<file path="src/lce_cfg_pkg.sv">
// Local coherence engine configuration
// Cache geometry for a direct-mapped private cache, the credit limit
// for misses in flight, the memory-stall timeout, and the vector types
// for addresses, address fields, data blocks and counters
package lce_cfg_pkg;

  // Physical address and cache geometry
  localparam int ADDR_WIDTH   = 32;
  localparam int BLOCK_WIDTH  = 64;
  localparam int SETS         = 64;
  localparam int OFFSET_WIDTH = $clog2(BLOCK_WIDTH / 8);
  localparam int INDEX_WIDTH  = $clog2(SETS);
  localparam int TAG_WIDTH    = ADDR_WIDTH - INDEX_WIDTH - OFFSET_WIDTH;

  // Engine id as seen by the directory
  localparam int LCE_ID_WIDTH = 4;

  // Misses in flight
  localparam int CREDITS      = 2;
  localparam int CREDIT_WIDTH = $clog2(CREDITS + 1);

  // Stalled memory cycles before busy is forced
  localparam int TIMEOUT_LIMIT = 4;
  localparam int TIMEOUT_WIDTH = $clog2(TIMEOUT_LIMIT + 1);

  // Address and its fields
  typedef logic [ADDR_WIDTH-1:0]   paddr_t;
  typedef logic [TAG_WIDTH-1:0]    tag_t;
  typedef logic [INDEX_WIDTH-1:0]  index_t;

  // One cache block
  typedef logic [BLOCK_WIDTH-1:0]  block_t;

  typedef logic [LCE_ID_WIDTH-1:0] lce_id_t;

  // Counter types sized to hold their upper limit
  typedef logic [CREDIT_WIDTH-1:0]  credit_cnt_t;
  typedef logic [TIMEOUT_WIDTH-1:0] timeout_cnt_t;

endpackage

</file>
<file path="src/lce_msg_pkg.sv">
// Local coherence engine message encodings
// Opcodes of the request, command and response messages exchanged
// with the directory, the coherence states written to the tag memory,
// and the state encodings of both engine FSMs
package lce_msg_pkg;

  // Cache miss type, carried into the request message
  typedef enum logic [0:0] {
    e_req_rd_miss = 1'b0,
    e_req_st_miss = 1'b1
  } req_type_e;

  // Directory command opcodes
  typedef enum logic [1:0] {
    e_cmd_sync = 2'b00,
    e_cmd_fill = 2'b01,
    e_cmd_inv  = 2'b10
  } cmd_op_e;

  // Response opcodes back to the directory
  typedef enum logic [1:0] {
    e_resp_sync_ack = 2'b00,
    e_resp_coh_ack  = 2'b01,
    e_resp_inv_ack  = 2'b10
  } resp_type_e;

  // Block coherence state as kept in the tag memory
  typedef enum logic [1:0] {
    e_coh_i = 2'b00,
    e_coh_s = 2'b01,
    e_coh_e = 2'b10
  } coh_state_e;

  // Request engine
  typedef enum logic [0:0] {
    e_req_idle = 1'b0,
    e_req_send = 1'b1
  } req_state_e;

  // Command engine
  typedef enum logic [1:0] {
    e_cmd_idle       = 2'b00,
    e_cmd_tag_write  = 2'b01,
    e_cmd_data_write = 2'b10,
    e_cmd_respond    = 2'b11
  } cmd_state_e;

endpackage

</file>
<file path="src/lce_status_if.sv">
// Engine status bundle
// Carries readiness, credit and memory-stall status from the request
// and command engines to the busy controller, and the combined busy
// back to the request engine
interface lce_status_if;

  logic req_ready;
  logic credits_full;
  logic credits_empty;
  logic cmd_ready;
  logic mem_stall;
  logic busy;

  modport req (
    output req_ready,
    output credits_full,
    output credits_empty,
    input  busy
  );

  modport cmd (
    output cmd_ready,
    output mem_stall
  );

  modport ctrl (
    input  req_ready,
    input  credits_full,
    input  cmd_ready,
    input  mem_stall,
    output busy
  );

endinterface

</file>
<file path="src/lce_req_engine.sv">
// LCE request engine
// Accepts cache misses while the engine is not busy and turns each one
// into a coherence request message for the directory. Keeps count of
// the misses in flight; a credit is taken when the message is accepted
// and returned when the matching fill completes
module lce_req_engine (
  input  logic                  clk_i,
  input  logic                  arst_n_i,

  input  lce_cfg_pkg::lce_id_t  lce_id_i,

  // Cache miss, valid/yumi
  input  logic                  cache_req_v_i,
  input  lce_msg_pkg::req_type_e cache_req_type_i,
  input  lce_cfg_pkg::paddr_t   cache_req_addr_i,
  output logic                  cache_req_yumi_o,

  // Credit return from the command engine
  input  logic                  fill_done_i,

  lce_status_if.req             status,

  // Request message, valid/ready
  output logic                  lce_req_v_o,
  input  logic                  lce_req_ready_i,
  output lce_msg_pkg::req_type_e lce_req_type_o,
  output lce_cfg_pkg::paddr_t   lce_req_addr_o,
  output lce_cfg_pkg::lce_id_t  lce_req_src_o
);

  import lce_cfg_pkg::*;
  import lce_msg_pkg::*;

  req_state_e  state_r;
  req_state_e  state_n;
  credit_cnt_t credit_cnt_r;
  logic        req_sent;
  logic        credit_ret;

  // Busy already covers a pending message, so no state check here
  assign cache_req_yumi_o = cache_req_v_i & ~status.busy;

  assign req_sent   = lce_req_v_o & lce_req_ready_i;
  assign credit_ret = fill_done_i & (credit_cnt_r != '0);

  always_comb begin
    state_n = state_r;
    case (state_r)
      e_req_idle: begin
        if (cache_req_yumi_o) begin
          state_n = e_req_send;
        end
      end
      e_req_send: begin
        if (req_sent) begin
          state_n = e_req_idle;
        end
      end
      default: state_n = e_req_idle;
    endcase
  end

  always_ff @(posedge clk_i or negedge arst_n_i) begin
    if (!arst_n_i) begin
      state_r <= e_req_idle;
    end else begin
      state_r <= state_n;
    end
  end

  // Message payload, block aligned
  always_ff @(posedge clk_i) begin
    if (cache_req_yumi_o) begin
      lce_req_type_o <= cache_req_type_i;
      lce_req_addr_o <= {cache_req_addr_i[ADDR_WIDTH-1:OFFSET_WIDTH], {OFFSET_WIDTH{1'b0}}};
      lce_req_src_o  <= lce_id_i;
    end
  end

  assign lce_req_v_o = (state_r == e_req_send);

  // Up/down credit counter
  always_ff @(posedge clk_i or negedge arst_n_i) begin
    if (!arst_n_i) begin
      credit_cnt_r <= '0;
    end else if (req_sent && !credit_ret) begin
      credit_cnt_r <= credit_cnt_r + 1'b1;
    end else if (credit_ret && !req_sent) begin
      credit_cnt_r <= credit_cnt_r - 1'b1;
    end
  end

  assign status.req_ready     = (state_r == e_req_idle);
  assign status.credits_full  = (credit_cnt_r == credit_cnt_t'(CREDITS));
  assign status.credits_empty = (credit_cnt_r == '0);

endmodule

</file>
<file path="src/lce_cmd_engine.sv">
// LCE command engine
// Runs sync, fill and invalidate commands from the directory. A fill
// writes the tag memory and then the data memory, an invalidate writes
// the tag memory only, and every command ends with a response message.
// The engine reports ready to the cache only once a sync has finished
module lce_cmd_engine (
  input  logic                      clk_i,
  input  logic                      arst_n_i,

  input  lce_cfg_pkg::lce_id_t      lce_id_i,

  // Directory command, valid/yumi
  input  logic                      lce_cmd_v_i,
  input  lce_msg_pkg::cmd_op_e      lce_cmd_op_i,
  input  lce_cfg_pkg::paddr_t       lce_cmd_addr_i,
  input  lce_msg_pkg::coh_state_e   lce_cmd_state_i,
  input  lce_cfg_pkg::block_t       lce_cmd_data_i,
  output logic                      lce_cmd_yumi_o,

  // Tag memory packet, valid/yumi
  output logic                      tag_mem_pkt_v_o,
  output lce_cfg_pkg::index_t       tag_mem_pkt_index_o,
  output lce_cfg_pkg::tag_t         tag_mem_pkt_tag_o,
  output lce_msg_pkg::coh_state_e   tag_mem_pkt_state_o,
  input  logic                      tag_mem_pkt_yumi_i,

  // Data memory packet, valid/yumi
  output logic                      data_mem_pkt_v_o,
  output lce_cfg_pkg::index_t       data_mem_pkt_index_o,
  output lce_cfg_pkg::block_t       data_mem_pkt_data_o,
  input  logic                      data_mem_pkt_yumi_i,

  // Response message, valid/ready
  output logic                      lce_resp_v_o,
  input  logic                      lce_resp_ready_i,
  output lce_msg_pkg::resp_type_e   lce_resp_type_o,
  output lce_cfg_pkg::paddr_t       lce_resp_addr_o,
  output lce_cfg_pkg::lce_id_t      lce_resp_src_o,

  output logic                      cache_req_complete_o,
  output logic                      fill_done_o,

  lce_status_if.cmd                 status
);

  import lce_cfg_pkg::*;
  import lce_msg_pkg::*;

  cmd_state_e state_r;
  cmd_state_e state_n;
  cmd_op_e    op_r;
  index_t     index_r;
  tag_t       tag_r;
  coh_state_e coh_r;
  block_t     data_r;
  logic       sync_done_r;
  logic       resp_done;

  assign lce_cmd_yumi_o = lce_cmd_v_i & (state_r == e_cmd_idle);
  assign resp_done      = lce_resp_v_o & lce_resp_ready_i;

  always_comb begin
    state_n = state_r;
    case (state_r)
      e_cmd_idle: begin
        if (lce_cmd_yumi_o) begin
          // Sync touches no memory
          if (lce_cmd_op_i == e_cmd_sync) begin
            state_n = e_cmd_respond;
          end else begin
            state_n = e_cmd_tag_write;
          end
        end
      end
      e_cmd_tag_write: begin
        if (tag_mem_pkt_yumi_i) begin
          state_n = (op_r == e_cmd_fill) ? e_cmd_data_write : e_cmd_respond;
        end
      end
      e_cmd_data_write: begin
        if (data_mem_pkt_yumi_i) begin
          state_n = e_cmd_respond;
        end
      end
      e_cmd_respond: begin
        if (resp_done) begin
          state_n = e_cmd_idle;
        end
      end
      default: state_n = e_cmd_idle;
    endcase
  end

  always_ff @(posedge clk_i or negedge arst_n_i) begin
    if (!arst_n_i) begin
      state_r     <= e_cmd_idle;
      sync_done_r <= 1'b0;
    end else begin
      state_r <= state_n;
      if (resp_done && op_r == e_cmd_sync) begin
        sync_done_r <= 1'b1;
      end
    end
  end

  // Command fields held for the whole command
  always_ff @(posedge clk_i) begin
    if (lce_cmd_yumi_o) begin
      op_r    <= lce_cmd_op_i;
      index_r <= lce_cmd_addr_i[OFFSET_WIDTH +: INDEX_WIDTH];
      tag_r   <= lce_cmd_addr_i[ADDR_WIDTH-1 -: TAG_WIDTH];
      coh_r   <= (lce_cmd_op_i == e_cmd_inv) ? e_coh_i : lce_cmd_state_i;
      data_r  <= lce_cmd_data_i;
    end
  end

  assign tag_mem_pkt_v_o     = (state_r == e_cmd_tag_write);
  assign tag_mem_pkt_index_o = index_r;
  assign tag_mem_pkt_tag_o   = tag_r;
  assign tag_mem_pkt_state_o = coh_r;

  assign data_mem_pkt_v_o     = (state_r == e_cmd_data_write);
  assign data_mem_pkt_index_o = index_r;
  assign data_mem_pkt_data_o  = data_r;

  always_comb begin
    case (op_r)
      e_cmd_fill: lce_resp_type_o = e_resp_coh_ack;
      e_cmd_inv:  lce_resp_type_o = e_resp_inv_ack;
      default:    lce_resp_type_o = e_resp_sync_ack;
    endcase
  end

  assign lce_resp_v_o    = (state_r == e_cmd_respond);
  assign lce_resp_addr_o = {tag_r, index_r, {OFFSET_WIDTH{1'b0}}};
  assign lce_resp_src_o  = lce_id_i;

  // Fill ends when its coh_ack leaves, which also frees one credit
  assign cache_req_complete_o = resp_done & (op_r == e_cmd_fill);
  assign fill_done_o          = cache_req_complete_o;

  assign status.cmd_ready = sync_done_r;
  assign status.mem_stall = (tag_mem_pkt_v_o & ~tag_mem_pkt_yumi_i)
                          | (data_mem_pkt_v_o & ~data_mem_pkt_yumi_i);

endmodule

</file>
<file path="src/lce_busy_ctrl.sv">
// LCE busy controller
// The engine shares the tag and data memory ports with the cache and
// can only use them in cycles the cache leaves free. When a packet has
// waited too long, busy is forced so the cache stops issuing and a
// memory cycle opens up. Busy also covers full credits, a missing
// sync and a pending request message
module lce_busy_ctrl (
  input  logic        clk_i,
  input  logic        arst_n_i,

  lce_status_if.ctrl  status
);

  import lce_cfg_pkg::*;

  timeout_cnt_t timeout_cnt_r;
  logic         timeout;

  // Counts stalled cycles, cleared as soon as the stall ends
  always_ff @(posedge clk_i or negedge arst_n_i) begin
    if (!arst_n_i) begin
      timeout_cnt_r <= '0;
    end else if (!status.mem_stall) begin
      timeout_cnt_r <= '0;
    end else if (!timeout) begin
      timeout_cnt_r <= timeout_cnt_r + 1'b1;
    end
  end

  // Saturates at the limit
  assign timeout = (timeout_cnt_r == timeout_cnt_t'(TIMEOUT_LIMIT));

  assign status.busy = status.credits_full
                     | timeout
                     | ~status.cmd_ready
                     | ~status.req_ready;

endmodule

</file>
<file path="src/lce_top.sv">
// Local coherence engine top level
// Sits between a direct-mapped private cache and the directory. The
// request engine turns cache misses into request messages, the command
// engine runs directory commands against the tag and data memories,
// and the busy controller tells the cache when to hold off
module lce_top (
  input  logic                      clk_i,
  input  logic                      arst_n_i,

  input  lce_cfg_pkg::lce_id_t      lce_id_i,

  // Cache side
  input  logic                      cache_req_v_i,
  input  lce_msg_pkg::req_type_e    cache_req_type_i,
  input  lce_cfg_pkg::paddr_t       cache_req_addr_i,
  output logic                      cache_req_yumi_o,
  output logic                      cache_req_busy_o,
  output logic                      cache_req_credits_full_o,
  output logic                      cache_req_credits_empty_o,
  output logic                      cache_req_complete_o,

  // Tag and data memory packets
  output logic                      tag_mem_pkt_v_o,
  output lce_cfg_pkg::index_t       tag_mem_pkt_index_o,
  output lce_cfg_pkg::tag_t         tag_mem_pkt_tag_o,
  output lce_msg_pkg::coh_state_e   tag_mem_pkt_state_o,
  input  logic                      tag_mem_pkt_yumi_i,
  output logic                      data_mem_pkt_v_o,
  output lce_cfg_pkg::index_t       data_mem_pkt_index_o,
  output lce_cfg_pkg::block_t       data_mem_pkt_data_o,
  input  logic                      data_mem_pkt_yumi_i,

  // Directory side
  output logic                      lce_req_v_o,
  input  logic                      lce_req_ready_i,
  output lce_msg_pkg::req_type_e    lce_req_type_o,
  output lce_cfg_pkg::paddr_t       lce_req_addr_o,
  output lce_cfg_pkg::lce_id_t      lce_req_src_o,
  input  logic                      lce_cmd_v_i,
  input  lce_msg_pkg::cmd_op_e      lce_cmd_op_i,
  input  lce_cfg_pkg::paddr_t       lce_cmd_addr_i,
  input  lce_msg_pkg::coh_state_e   lce_cmd_state_i,
  input  lce_cfg_pkg::block_t       lce_cmd_data_i,
  output logic                      lce_cmd_yumi_o,
  output logic                      lce_resp_v_o,
  input  logic                      lce_resp_ready_i,
  output lce_msg_pkg::resp_type_e   lce_resp_type_o,
  output lce_cfg_pkg::paddr_t       lce_resp_addr_o,
  output lce_cfg_pkg::lce_id_t      lce_resp_src_o
);

  lce_status_if status ();

  // Credit return path
  logic fill_done;

  lce_req_engine u_req (
    .clk_i            (clk_i),
    .arst_n_i         (arst_n_i),
    .lce_id_i         (lce_id_i),
    .cache_req_v_i    (cache_req_v_i),
    .cache_req_type_i (cache_req_type_i),
    .cache_req_addr_i (cache_req_addr_i),
    .cache_req_yumi_o (cache_req_yumi_o),
    .fill_done_i      (fill_done),
    .status           (status),
    .lce_req_v_o      (lce_req_v_o),
    .lce_req_ready_i  (lce_req_ready_i),
    .lce_req_type_o   (lce_req_type_o),
    .lce_req_addr_o   (lce_req_addr_o),
    .lce_req_src_o    (lce_req_src_o)
  );

  lce_cmd_engine u_cmd (
    .clk_i                (clk_i),
    .arst_n_i             (arst_n_i),
    .lce_id_i             (lce_id_i),
    .lce_cmd_v_i          (lce_cmd_v_i),
    .lce_cmd_op_i         (lce_cmd_op_i),
    .lce_cmd_addr_i       (lce_cmd_addr_i),
    .lce_cmd_state_i      (lce_cmd_state_i),
    .lce_cmd_data_i       (lce_cmd_data_i),
    .lce_cmd_yumi_o       (lce_cmd_yumi_o),
    .tag_mem_pkt_v_o      (tag_mem_pkt_v_o),
    .tag_mem_pkt_index_o  (tag_mem_pkt_index_o),
    .tag_mem_pkt_tag_o    (tag_mem_pkt_tag_o),
    .tag_mem_pkt_state_o  (tag_mem_pkt_state_o),
    .tag_mem_pkt_yumi_i   (tag_mem_pkt_yumi_i),
    .data_mem_pkt_v_o     (data_mem_pkt_v_o),
    .data_mem_pkt_index_o (data_mem_pkt_index_o),
    .data_mem_pkt_data_o  (data_mem_pkt_data_o),
    .data_mem_pkt_yumi_i  (data_mem_pkt_yumi_i),
    .lce_resp_v_o         (lce_resp_v_o),
    .lce_resp_ready_i     (lce_resp_ready_i),
    .lce_resp_type_o      (lce_resp_type_o),
    .lce_resp_addr_o      (lce_resp_addr_o),
    .lce_resp_src_o       (lce_resp_src_o),
    .cache_req_complete_o (cache_req_complete_o),
    .fill_done_o          (fill_done),
    .status               (status)
  );

  lce_busy_ctrl u_busy (
    .clk_i    (clk_i),
    .arst_n_i (arst_n_i),
    .status   (status)
  );

  assign cache_req_busy_o          = status.busy;
  assign cache_req_credits_full_o  = status.credits_full;
  assign cache_req_credits_empty_o = status.credits_empty;

endmodule

</file>
<file path="config.mk">
export PLATFORM = sky130hd
export DESIGN_NAME = lce_top
export DESIGN_NICKNAME = d
export VERILOG_FILES = /design/src/lce_cfg_pkg.sv /design/src/lce_msg_pkg.sv /design/src/lce_status_if.sv /design/src/lce_req_engine.sv /design/src/lce_cmd_engine.sv /design/src/lce_busy_ctrl.sv /design/src/lce_top.sv
export SDC_FILE = /design/constraint.sdc
export NUM_CORES = 1
export LEC_CHECK = 0
export BUFFER_PORTS_ARGS = -buffer_cell sky130_fd_sc_hd__buf_4
export CAP_MARGIN = 10
export CORE_AREA = 4 4 127 129
export DETAILED_ROUTE_END_ITERATION = 10
export DIE_AREA = 0 0 131 133
export PLACE_DENSITY = 0.7
export SLEW_MARGIN = 20
export SYNTH_ARGS = -nofsm -noshare
export SYNTH_HDL_FRONTEND = slang
export SYNTH_SLANG_ARGS = --single-unit
</file>
<file path="constraint.sdc">
create_clock -name clk_i -period 5.84 [get_ports clk_i]
set_clock_uncertainty 0.15 [all_clocks]
set_input_delay 0.292 -clock clk_i [delete_from_list [all_inputs] [get_ports clk_i]]
set_output_delay 0.292 -clock clk_i [all_outputs]
set_load 0.005 [all_outputs]
</file>
# [Word level (Yosys, flattened, before mapping)]
# Index checks and enable logic that the tools add are counted.
[totals] register_bits=140 input_bits=145 output_inout_bits=186 elab_cells=73
[classes] n_eq_ne=13 n_mux=15 n_reduce_logical=12 bitwise_logic=17 add_sub_neg=3
[ops] op="$mux 2" count=7
[ops] op="$eq 2x2->1 const B" count=5
[ops] op="$ne 2x2->1 const B" count=5
[ops] op="$and 1x1->1" count=8
[ops] op="$logic_not 2->1" count=4
[ops] op="$pmux 2 s4" count=1
[ops] op="$mux 3" count=2
[ops] op="$not 1->1" count=5
[ops] op="$eq 2x1->1 const B" count=2
[ops] op="$or 1x1->1" count=4
[ops] op="$pmux 2 s2" count=1
[ops] op="$reduce_and 4->1" count=1
[ops] op="$reduce_bool 2->1" count=2
[ops] op="$add 3x1->3 const B" count=1
[ops] op="$eq 3x3->1 const B" count=1
[ops] op="$logic_and 1x1->1" count=3
[ops] op="$mux 1" count=3
[ops] op="$add 2x1->2 const B" count=1
[ops] op="$logic_not 1->1" count=2
[ops] op="$pmux 1 s2" count=1
[ops] op="$sub 2x1->2 const B" count=1

# [Depth between registers and ports, before layout]
# Gate-level depths: netlist of run 1.
[logic_depth] depth_word=8 ltp_mapped=7 depth_no_buf=7

# [Hierarchy]
# Synthesis of run 1 repeated with hierarchy kept, for this count alone.
[unflattened] hier_cells=247 hier_area_um2=4923.5
[by_module_without_submodules] mod="lce_cmd_engine" n_inst=1 area_per_inst_um2=3542.1 cells_each=174 seq_area_each_um2=2987.9
[by_module_without_submodules] mod="lce_req_engine" n_inst=1 area_per_inst_um2=1207.4 cells_each=54 seq_area_each_um2=1096.1
[by_module_without_submodules] mod="lce_busy_ctrl" n_inst=1 area_per_inst_um2=173.9 cells_each=19 seq_area_each_um2=75.1

# [Least setup slack after synthesis of run 1]
# OpenSTA, ideal clock, no wires.
[synth_timing] kind="register -> register" startpoint="reg u_cmd.state_r[0]" endpoint="reg u_cmd.data_r[0], in the netlist u_cmd.data_mem_pkt_data_o[0] (enable)" arrival_ps=2945 setup_ps=468 path_stages_with_launch=4 t_required_ps=5222 period_less_slack_ps=3563 path_slack_ps=2277 n_path_buf=0 path_cell_list="dfrtp_1 > inv_1 > ha_1 > and2_1"
[synth_via] elab_chain_len=2
[synth_lines] item="start: declaration" line_no="lce_cmd_engine.sv:49" source="cmd_state_e state_r;"
[synth_lines] item="start signal: assignment" line_no="lce_cmd_engine.sv:96" source="state_r <= e_cmd_idle;"
[synth_lines] item="start signal: assignment" line_no="lce_cmd_engine.sv:99" source="state_r <= state_n;"
[synth_lines] item="$logic_not 2->1" line_no="lce_cmd_engine.sv:59" source="assign lce_cmd_yumi_o = lce_cmd_v_i & (state_r == e_cmd_idle);"
[synth_lines] item="$and 1x1->1" line_no="lce_cmd_engine.sv:59"
[synth_lines] item="named net lce_cmd_yumi_o" line_no="lce_top.sv:44" source="output logic lce_cmd_yumi_o,"
[synth_lines] item="end signal: assignment" line_no="lce_cmd_engine.sv:113" source="data_r <= lce_cmd_data_i;"
[synth_lines] item="end: declaration" line_no="lce_cmd_engine.sv:55" source="block_t data_r;"
# The timed path passes the listed nets, and every way through them passes these cells.
# A chain may end at the register's enable or synchronous reset.

# [Worst setup path after layout of run 1]
[layout_timing] startpoint="reg u_cmd.state_r[0]" endpoint="out lce_cmd_yumi_o"
[layout_via] elab_chain_len=2
[layout_lines] item="$logic_not 2->1" line_no="lce_cmd_engine.sv:59"
[layout_lines] item="$and 1x1->1" line_no="lce_cmd_engine.sv:59"
[layout_lines] item="end: declaration" line_no="lce_top.sv:44"
# No other way between the ends.

==> PnR_summary.wiki, run 1 <==
{| class="wikitable"
! Metric !! Value
|-
| Result of the run || finished, final reports clean
|-
| Horiz. Die Dim || 131 um
|-
| Y dimension of the die || 133 um
|-
| Drt via density || roughly 4.3
|-
| Antenna violations before repair || 0
|-
| Mapped cell area || 4920 um2
|-
| Post-synthesis instance total || between 200 and 250
|-
| Insertion delay to the later sink of the worst-skew pair || 0.40 ns
|-
| Part of the Yosys area used for sequential elements || 0.845
|-
| Relative slew slack || 0.434
|-
| Highest clock frequency the design can meet || 0.321 GHz
|-
| Clock tree buffer depth || 2
|-
| Crit end category || output port
|-
| Post-CTS setup-driven buffer insertion count || 0
|-
| Internal power consumption || around 0.0025 W
|-
| Final routed DRC violation total || 0
|-
| Final TNS setup || 0 ns
|-
| Total CTS buffers || 17
|-
| Total grt overflow || 0
|-
| Initial standard-cell utilization of the core || 0.327
|-
| Clock transition at the register clock pins on the worst setup and hold paths after CTS || 0.06 ns
|-
| Nature of the critical path startpoint || flop
|-
| Avg Inst Size Synth || 20.2 um2
|-
| M1 WL || 5470 um
|-
| Ratio of cells with drive above 1 in the final layout || 0.517
|-
| Wire length per cell || about 18 um
|-
| Number of placement rows || 45
|-
| Final worst path period share || 0.534
|-
| Antenna fix cells || 0
|-
| Final hold violation count || 0
|-
| Sum of met3 wire segment lengths after detailed routing || 1310 um
|-
| Core area || 15000 um2
|-
| CTS root buffer || sky130_fd_sc_hd__clkbuf_16
|-
| Layout Area Growth over Synthesis || 85.6%
|-
| Clock share of power || 0.319
|-
| Crit path arrival time || 2.67 ns
|-
| Path category of the worst min-delay check || in -> reg
|-
| Floorplan die area || between 15000 and 20000 um2
|-
| Post-CTS Resized || 0
|-
| Post-detailed-route count of antenna-violating nets || 0
|-
| Critical path class || reg -> out
|-
| Number of maximum-capacitance constraint violations || 0
|-
| RSZ-0062 raised after global routing || false
|-
| Number of iterations in the first detailed-routing pass || 4
|-
| Data required time of the critical path || ~5.4 ns
|-
| Largest net degree at the start of global routing || 57
|-
| CP max FO || 56
|-
| Final WL || 15800 um
|-
| Final net count || around 830
|-
| GRT Total Usage || 0.175
|-
| Combinational fraction of design power || 0.245
|-
| Area taken by flip-flops and latches || about 4200 um2
|-
| Switching power summed over all nets || 0.000845 W
|-
| Switching part of the total || 0.255
|-
| Power density of the placed cells || 363 nW/um2
|-
| Clock tree from TritonCTS || done
|-
| Wire length of the first global-routing pass || 22600 um
|-
| Ports placed on the boundary || 331
|-
| Number of global-route vias before repair || 4020
|-
| DR iter-0 viols || roughly 150
|-
| Worst supply voltage drop on vdd || 0.000366 V
|-
| Total via count in the routed design || 3716
|-
| Detailed placement HPWL || about 11000 um
|-
| Clock sink count || 140
|-
| Multi-input logic area || 420 um2
|-
| Gp weighted congestion || 0.755
|-
| Slew at the pin closest to its max-slew limit || 0.849 ns
|-
| Post-Route Utilization || 0.608
|-
| Final min period || 3.12 ns
|-
| Top routing layer in use || met4
|-
| Part of the total power dissipated in sequential elements || 0.436
|-
| Leakage dissipation || 3.92 nW
|-
| Number of fill cells || 1066
|-
| Metal2 WL || between 8000 and 9000 um
|-
| Synthesis-stage register bit count || 140
|-
| Ys Warns || 0
|-
| Max-slew violation count || 0
|-
| Number of H-tree branching levels || 4
|-
| Port-buffer cells || 318
|-
| Setup violation total in the final timing report || 0
|-
| Number of distinct library cell variants in the gate-level netlist after synthesis || 26
|-
| Hold_ws || 0.0291 ns
|-
| Total of hold buffers inserted after clock tree synthesis || between 100 and 150
|}
-- critical path: stages (launching register included) --
cell and delay, ns:
sky130_fd_sc_hd__dfrtp_1 0.40, sky130_fd_sc_hd__inv_1 0.16, sky130_fd_sc_hd__ha_1 0.20, sky130_fd_sc_hd__and2_4 0.53, sky130_fd_sc_hd__buf_4 0.69, sky130_fd_sc_hd__buf_4 0.23
-- layout make-up --
| type | count | share of cell area |
|---|---|---|
| Inverter | 7 | 0.00288 |
| Tap cell | 188 | 0.0257 |
| Timing Repair Buffer | 451 | 0.407 |
| Clock inverter | 11 | 0.0160 |
| Sequential cell | 140 | 0.455 |
| Multi-Input combinational cell | 57 | 0.0460 |
| Clock buffer | 19 | 0.0474 |
-- sequential cells by signal, indices dropped and copies added (netlist names) --
signal / cells
u_busy.timeout_cnt_r: 3
u_cmd.data_mem_pkt_data_o: 64
u_cmd.data_mem_pkt_index_o: 6
u_cmd.op_r: 2
u_cmd.state_r: 2
u_cmd.status.cmd_ready: 1
u_cmd.tag_mem_pkt_state_o: 2
u_cmd.tag_mem_pkt_tag_o: 23
u_req.credit_cnt_r: 2
u_req.lce_req_addr_o: 29
u_req.lce_req_src_o: 4
u_req.lce_req_type_o: 1
u_req.lce_req_v_o: 1
-- cells in the mapped netlist --
master	n	area share
sky130_fd_sc_hd__nor2_1	8	0.0061
sky130_fd_sc_hd__xor2_1	2	0.0036
sky130_fd_sc_hd__ha_1	8	0.020
sky130_fd_sc_hd__nor3_1	1	0.0010
sky130_fd_sc_hd__xnor2_1	2	0.0036
sky130_fd_sc_hd__inv_1	7	0.0053
sky130_fd_sc_hd__mux2i_1	1	0.0020
sky130_fd_sc_hd__edfxtp_1	131	0.80
sky130_fd_sc_hd__and2_1	4	0.0051
sky130_fd_sc_hd__a31o_2	1	0.0018
sky130_fd_sc_hd__dfrtp_1	9	0.046
sky130_fd_sc_hd__nand2b_1	2	0.0025
sky130_fd_sc_hd__nand2_1	3	0.0023
sky130_fd_sc_hd__nand3_1	1	0.0010
sky130_fd_sc_hd__and2_2	1	0.0015
sky130_fd_sc_hd__a21o_1	3	0.0046
sky130_fd_sc_hd__nor2b_1	4	0.0051
sky130_fd_sc_hd__nor2b_2	1	0.0018
sky130_fd_sc_hd__conb_1	1	0.00076
sky130_fd_sc_hd__nor2b_4	1	0.0028
sky130_fd_sc_hd__nor4bb_2	1	0.0033
sky130_fd_sc_hd__a21oi_1	4	0.0041
sky130_fd_sc_hd__a2111oi_4	1	0.0056
sky130_fd_sc_hd__o21ai_0	1	0.0010
sky130_fd_sc_hd__and3_1	1	0.0013
sky130_fd_sc_hd__buf_4	45	0.069
-- per-stage QoR --
stage	cells	total power (W)	worst slack (ns)	area, um2
final	873	0.00332	2.72	9140
after global routing	873	0.00348	2.53	9140
after CTS	873	0.00335	2.68	9140
after detailed placement	711	0.00221	3.13	7240
after global placement	711	0.00217	3.28	7240
after floorplan	249	0.00175	2.28	4940
-- per-layer routing --
metal,track usage,up-vias
li1,-,1710
met1,0.181,1808
met2,0.321,177
met3,0.0529,21
met4,0.0691,0
met5,0,-
-- power by group through the flow --
stage	Sequential (W)	Clock (W)	Combinational, W
global placement	0.00145	0	0.000719
global route	0.00147	0.00114	0.000878
floorplan	0.00147	0	0.000280
finish	0.00145	0.00106	0.000811
CTS	0.00145	0.00109	0.000816
detailed placement	0.00147	0	0.000740
-- cells in the final DEF, fill, tap and decap left out, drive strengths merged --
cell	Yosys	routed
a2111oi	1	1
a21o	3	3
a21oi	4	4
a31o	1	1
and2	5	5
and3	1	1
buf	45	319
bufinv	0	3
clkbuf	0	19
clkinv	0	5
clkinvlp	0	2
conb	1	6
dfrtp	9	9
dlygate4sd3	0	132
edfxtp	131	131
ha	8	8
inv	7	8
mux2i	1	1
nand2	3	3
nand2b	2	2
nand3	1	1
nor2	8	8
nor2b	6	6
nor3	1	1
nor4bb	1	1
o21ai	1	1
xnor2	2	2
xor2	2	2
-- cell families (layout without fill, tap and decap cells) --
| group | Yosys count | count (layout) | share of synthesized area |
|---|---|---|---|
| xor gates and xnor gates | 4 | 4 | 0.00712 |
| and+or+nand+nor | 28 | 28 | 0.0338 |
| muxes | 1 | 1 | 0.00203 |
| AOI/OAI and AO/OA | 10 | 10 | 0.0170 |
| other | 1 | 6 | 0.000762 |
| DFF | 140 | 140 | 0.845 |
| adders and majority gates | 8 | 8 | 0.0203 |
| buffers and inverters | 52 | 488 | 0.0740 |
-- worst paths after layout --
check                                       startpoint                            end  slack, ns  cells after the start
max in group asynchronous                     arst_n_i        u_busy.timeout_cnt_r[0]       5.29                      2
worst min register to register  u_cmd.status.cmd_ready         u_cmd.status.cmd_ready       0.33                      1
worst max register to register        u_cmd.state_r[0]  u_cmd.data_mem_pkt_data_o[53]       3.27                      4
worst min-delay path                   lce_req_ready_i              u_req.lce_req_v_o       0.03                      3
min in group asynchronous                     arst_n_i              u_req.lce_req_v_o       0.11                      2
worst max-delay path                  u_cmd.state_r[0]                 lce_cmd_yumi_o       2.72                      5
Note: power is estimated with default switching activity, not from simulation.
==> run 2, diff against run 1 <==
--- a/config.mk
+++ b/config.mk
@@ -7,10 +7,10 @@
 export LEC_CHECK = 0
 export BUFFER_PORTS_ARGS = -buffer_cell sky130_fd_sc_hd__buf_4
 export CAP_MARGIN = 10
-export CORE_AREA = 4 4 127 129
+export CORE_AREA = 4 4 125 127
 export DETAILED_ROUTE_END_ITERATION = 10
-export DIE_AREA = 0 0 131 133
-export PLACE_DENSITY = 0.7
+export DIE_AREA = 0 0 129 131
+export PLACE_DENSITY = 0.72
 export SLEW_MARGIN = 20
 export SYNTH_ARGS = -nofsm -noshare
 export SYNTH_HDL_FRONTEND = slang
==> constraint.sdc (replaced) <==
create_clock -name clk_i -period 2.9 [get_ports clk_i]
set_clock_uncertainty 0.15 [all_clocks]
set_input_delay 0.145 -clock clk_i [delete_from_list [all_inputs] [get_ports clk_i]]
set_output_delay 0.145 -clock clk_i [all_outputs]
set_load 0.005 [all_outputs]
==> PnR_summary.wiki, run 2 (same netlist as run 1, synthesis figures left out) <==
{| class="wikitable"
! Metric !! Value
|-
| Layout Area Growth over Synthesis || 86.4%
|-
| Commonest cells after routing, fill and taps aside || 320 x sky130_fd_sc_hd__buf_4, 136 x sky130_fd_sc_hd__dlygate4sd3_1, 131 x sky130_fd_sc_hd__edfxtp_1
|-
| CTS root buffer || sky130_fd_sc_hd__clkbuf_16
|-
| Critical-path cell list || inv_1 -> ha_1 -> nand2_1 -> nor4bb_2 -> and2_2 -> buf_4 -> buf_4
|-
| Insertion delay to the later sink of the worst-skew pair || 0.40 ns (about the same)
|-
| Highest clock frequency the design can meet || 0.384 GHz
|-
| Number of placement rows || 44 (-2.2%)
|-
| Ports placed on the boundary || 331 (unchanged)
|-
| GRT Total Usage || 0.171 (-0.00353)
|-
| Final routed DRC violation total || 0 (unchanged)
|-
| CP max FO || 35 (-38%)
|-
| Maximum cell stage delay along the critical path || 0.39 ns (-0.30 ns)
|-
| Ratio of cells with drive above 1 in the final layout || 0.513 (-0.00378)
|-
| Final total power || 0.00659 W (+99%)
|-
| Crit end category || output port
|-
| Launching element of the worst setup path || u_busy.timeout_cnt_r[0]
|-
| Launch point of the worst reg-to-reg path || u_busy.timeout_cnt_r[0]
|-
| Number of fill cells || 1015 (-4.8%)
|-
| Final TNS setup || 0 ns (unchanged)
|-
| Endpoint of the lowest-slack register-to-register path || u_req.lce_req_addr_o[24]
|-
| Total via count in the routed design || 3679 (-1.0%)
|-
| Setup crit end || cache_req_yumi_o
|-
| Leakage dissipation || 3.93 nW (+0.34%)
|-
| Path category of the worst min-delay check || in -> reg
|-
| Number of H-tree branching levels || 4 (unchanged)
|-
| Power density of the placed cells || 719 nW/um2 (+98%)
|-
| Crit path arrival time || 2.31 ns (-0.36 ns)
|-
| Final hold violation count || 0 (unchanged)
|-
| Number of maximum-capacitance constraint violations || 0 (unchanged)
|-
| Wire length per cell || 17.6 um (-2.8%)
|-
| Post-CTS Resized || 0 (unchanged)
|-
| Clock transition at the register clock pins on the worst setup and hold paths after CTS || 0.05 ns (about the same)
|-
| Detailed placement HPWL || 10300 um (-4.7%)
|-
| Setup violation total in the final timing report || 0 (unchanged)
|-
| RSZ-0062 raised after global routing || false
|-
| Core area || 14400 um2 (-4.1%)
|-
| Wire length of the first global-routing pass || 21400 um (-5.6%)
|-
| Worst supply voltage drop on vdd || 0.000404 V (+10%)
|-
| Critical path class || reg -> out
|-
| Highest-delay cell along the critical path || sky130_fd_sc_hd__dfrtp_1
|-
| Clock sink count || 140 (unchanged)
|-
| Number of iterations in the first detailed-routing pass || 4 (unchanged)
|-
| Post-Route Utilization || 0.636 (+0.0283)
|-
| Horiz. Die Dim || 129 um (-1.5%)
|-
| Number of global-route vias before repair || 4031 (+0.27%)
|-
| Final worst path period share || 0.898
|-
| Final net count || 833 (+0.73%)
|-
| Gp weighted congestion || 0.803 (+6.4%)
|-
| Total grt overflow || 0 (unchanged)
|-
| Clock tree from TritonCTS || done
|-
| Result of the run || finished, final reports clean
|-
| Total CTS buffers || 17 (unchanged)
|-
| Reg2Reg Depth || 6 (+2)
|-
| Number of flip-flops in the largest register || 64 (unchanged)
|-
| Floorplan die area || 16900 um2 (-3.0%)
|-
| Nature of the critical path startpoint || flop
|-
| Antenna violations before repair || 0 (unchanged)
|-
| Register-to-register setup slack || 0.68 ns (-2.59 ns)
|-
| Final WL || 15400 um (-2.5%)
|-
| Y dimension of the die || 131 um (-1.5%)
|-
| Largest net degree at the start of global routing || 63 (+11%)
|-
| Hold_ws || 0.0474 ns (+0.0183 ns)
|-
| Antenna fix cells || 0 (unchanged)
|-
| Cell repeated most along the worst path || sky130_fd_sc_hd__buf_4
|-
| Most frequent standard cell in the layout excluding fill and tap cells || sky130_fd_sc_hd__buf_4
|-
| Port-buffer cells || 318 (unchanged)
|-
| Drt via density || 4.20 (-1.3%)
|-
| Initial standard-cell utilization of the core || 0.341 (+0.0138)
|-
| Clock tree buffer depth || 2 (unchanged)
|-
| Post-detailed-route count of antenna-violating nets || 0 (unchanged)
|-
| Data required time of the critical path || 2.61 ns (-2.79 ns)
|-
| Max-slew violation count || 0 (unchanged)
|-
| DR iter-0 viols || 106 (-27%)
|-
| Final min period || between 2 and 3 ns
|}
-- run 2: repair_timing --
item / 4_1_cts / 5_1_grt
setup endpoints to repair: 0 / 0
setup buffers: 0 / 0
hold buffers: 136 / 0
endpoints found under the hold margin: 143 / 0
-- run 2: worst min path at each step --
stage                             startpoint                 endpoint  depth (start not counted)
after floorplan                     arst_n_i  u_busy.timeout_cnt_r[0]                          0
after global placement              arst_n_i         u_cmd.state_r[1]                          1
after detailed placement            arst_n_i         u_cmd.state_r[1]                          1
after CTS                 tag_mem_pkt_yumi_i  u_busy.timeout_cnt_r[0]                          4
after global routing      tag_mem_pkt_yumi_i  u_busy.timeout_cnt_r[1]                          4
final                     tag_mem_pkt_yumi_i  u_busy.timeout_cnt_r[0]                          4
-- run 2: layer usage --
metal	routed length (um)	global-route usage	up-vias
met5	0	0	-
met4	355	0.0698	0
met3	1300	0.0545	28
met2	8630	0.323	197
met1	5100	0.174	1737
li1	-	-	1717
-- run 2: power breakdown --
group	leakage, nW	internal (W)	switching (W)
clock network	0.261	0.00124	0.000791
logic	2.35	0.000941	0.000718
registers	1.32	0.00272	0.000182
total	3.93	0.00490	0.00169
-- run 2: critical path, delay by kind of cell, from the launching register on --
family,cells,cell delay [ns]
simple gates,3,0.65
buf+inv,3,0.63
fa+ha+maj,1,0.22
flops,1,0.39
-- run 2: area by class of cell --
class | count | area (um2) | share of cell area
Clock buffer | 17 | 425 | 0.0464
Clock inverter | 14 | 129 | 0.0140
Inverter | 7 | 26.3 | 0.00286
Multi-Input combinational cell | 57 | 420 | 0.0458
Sequential cell | 140 | 4160 | 0.453
Tap cell | 184 | 230 | 0.0251
Timing Repair Buffer | 457 | 3780 | 0.412
-- run 2: metrics by stage --
stage	cells	area [um2]	worst slack (ns)
floorplan	249	4940	0.418
global placement	709	7260	0.765
detailed placement	709	7260	0.695
CTS	876	9170	0.266
global route	876	9170	0.153
finish	876	9170	0.294
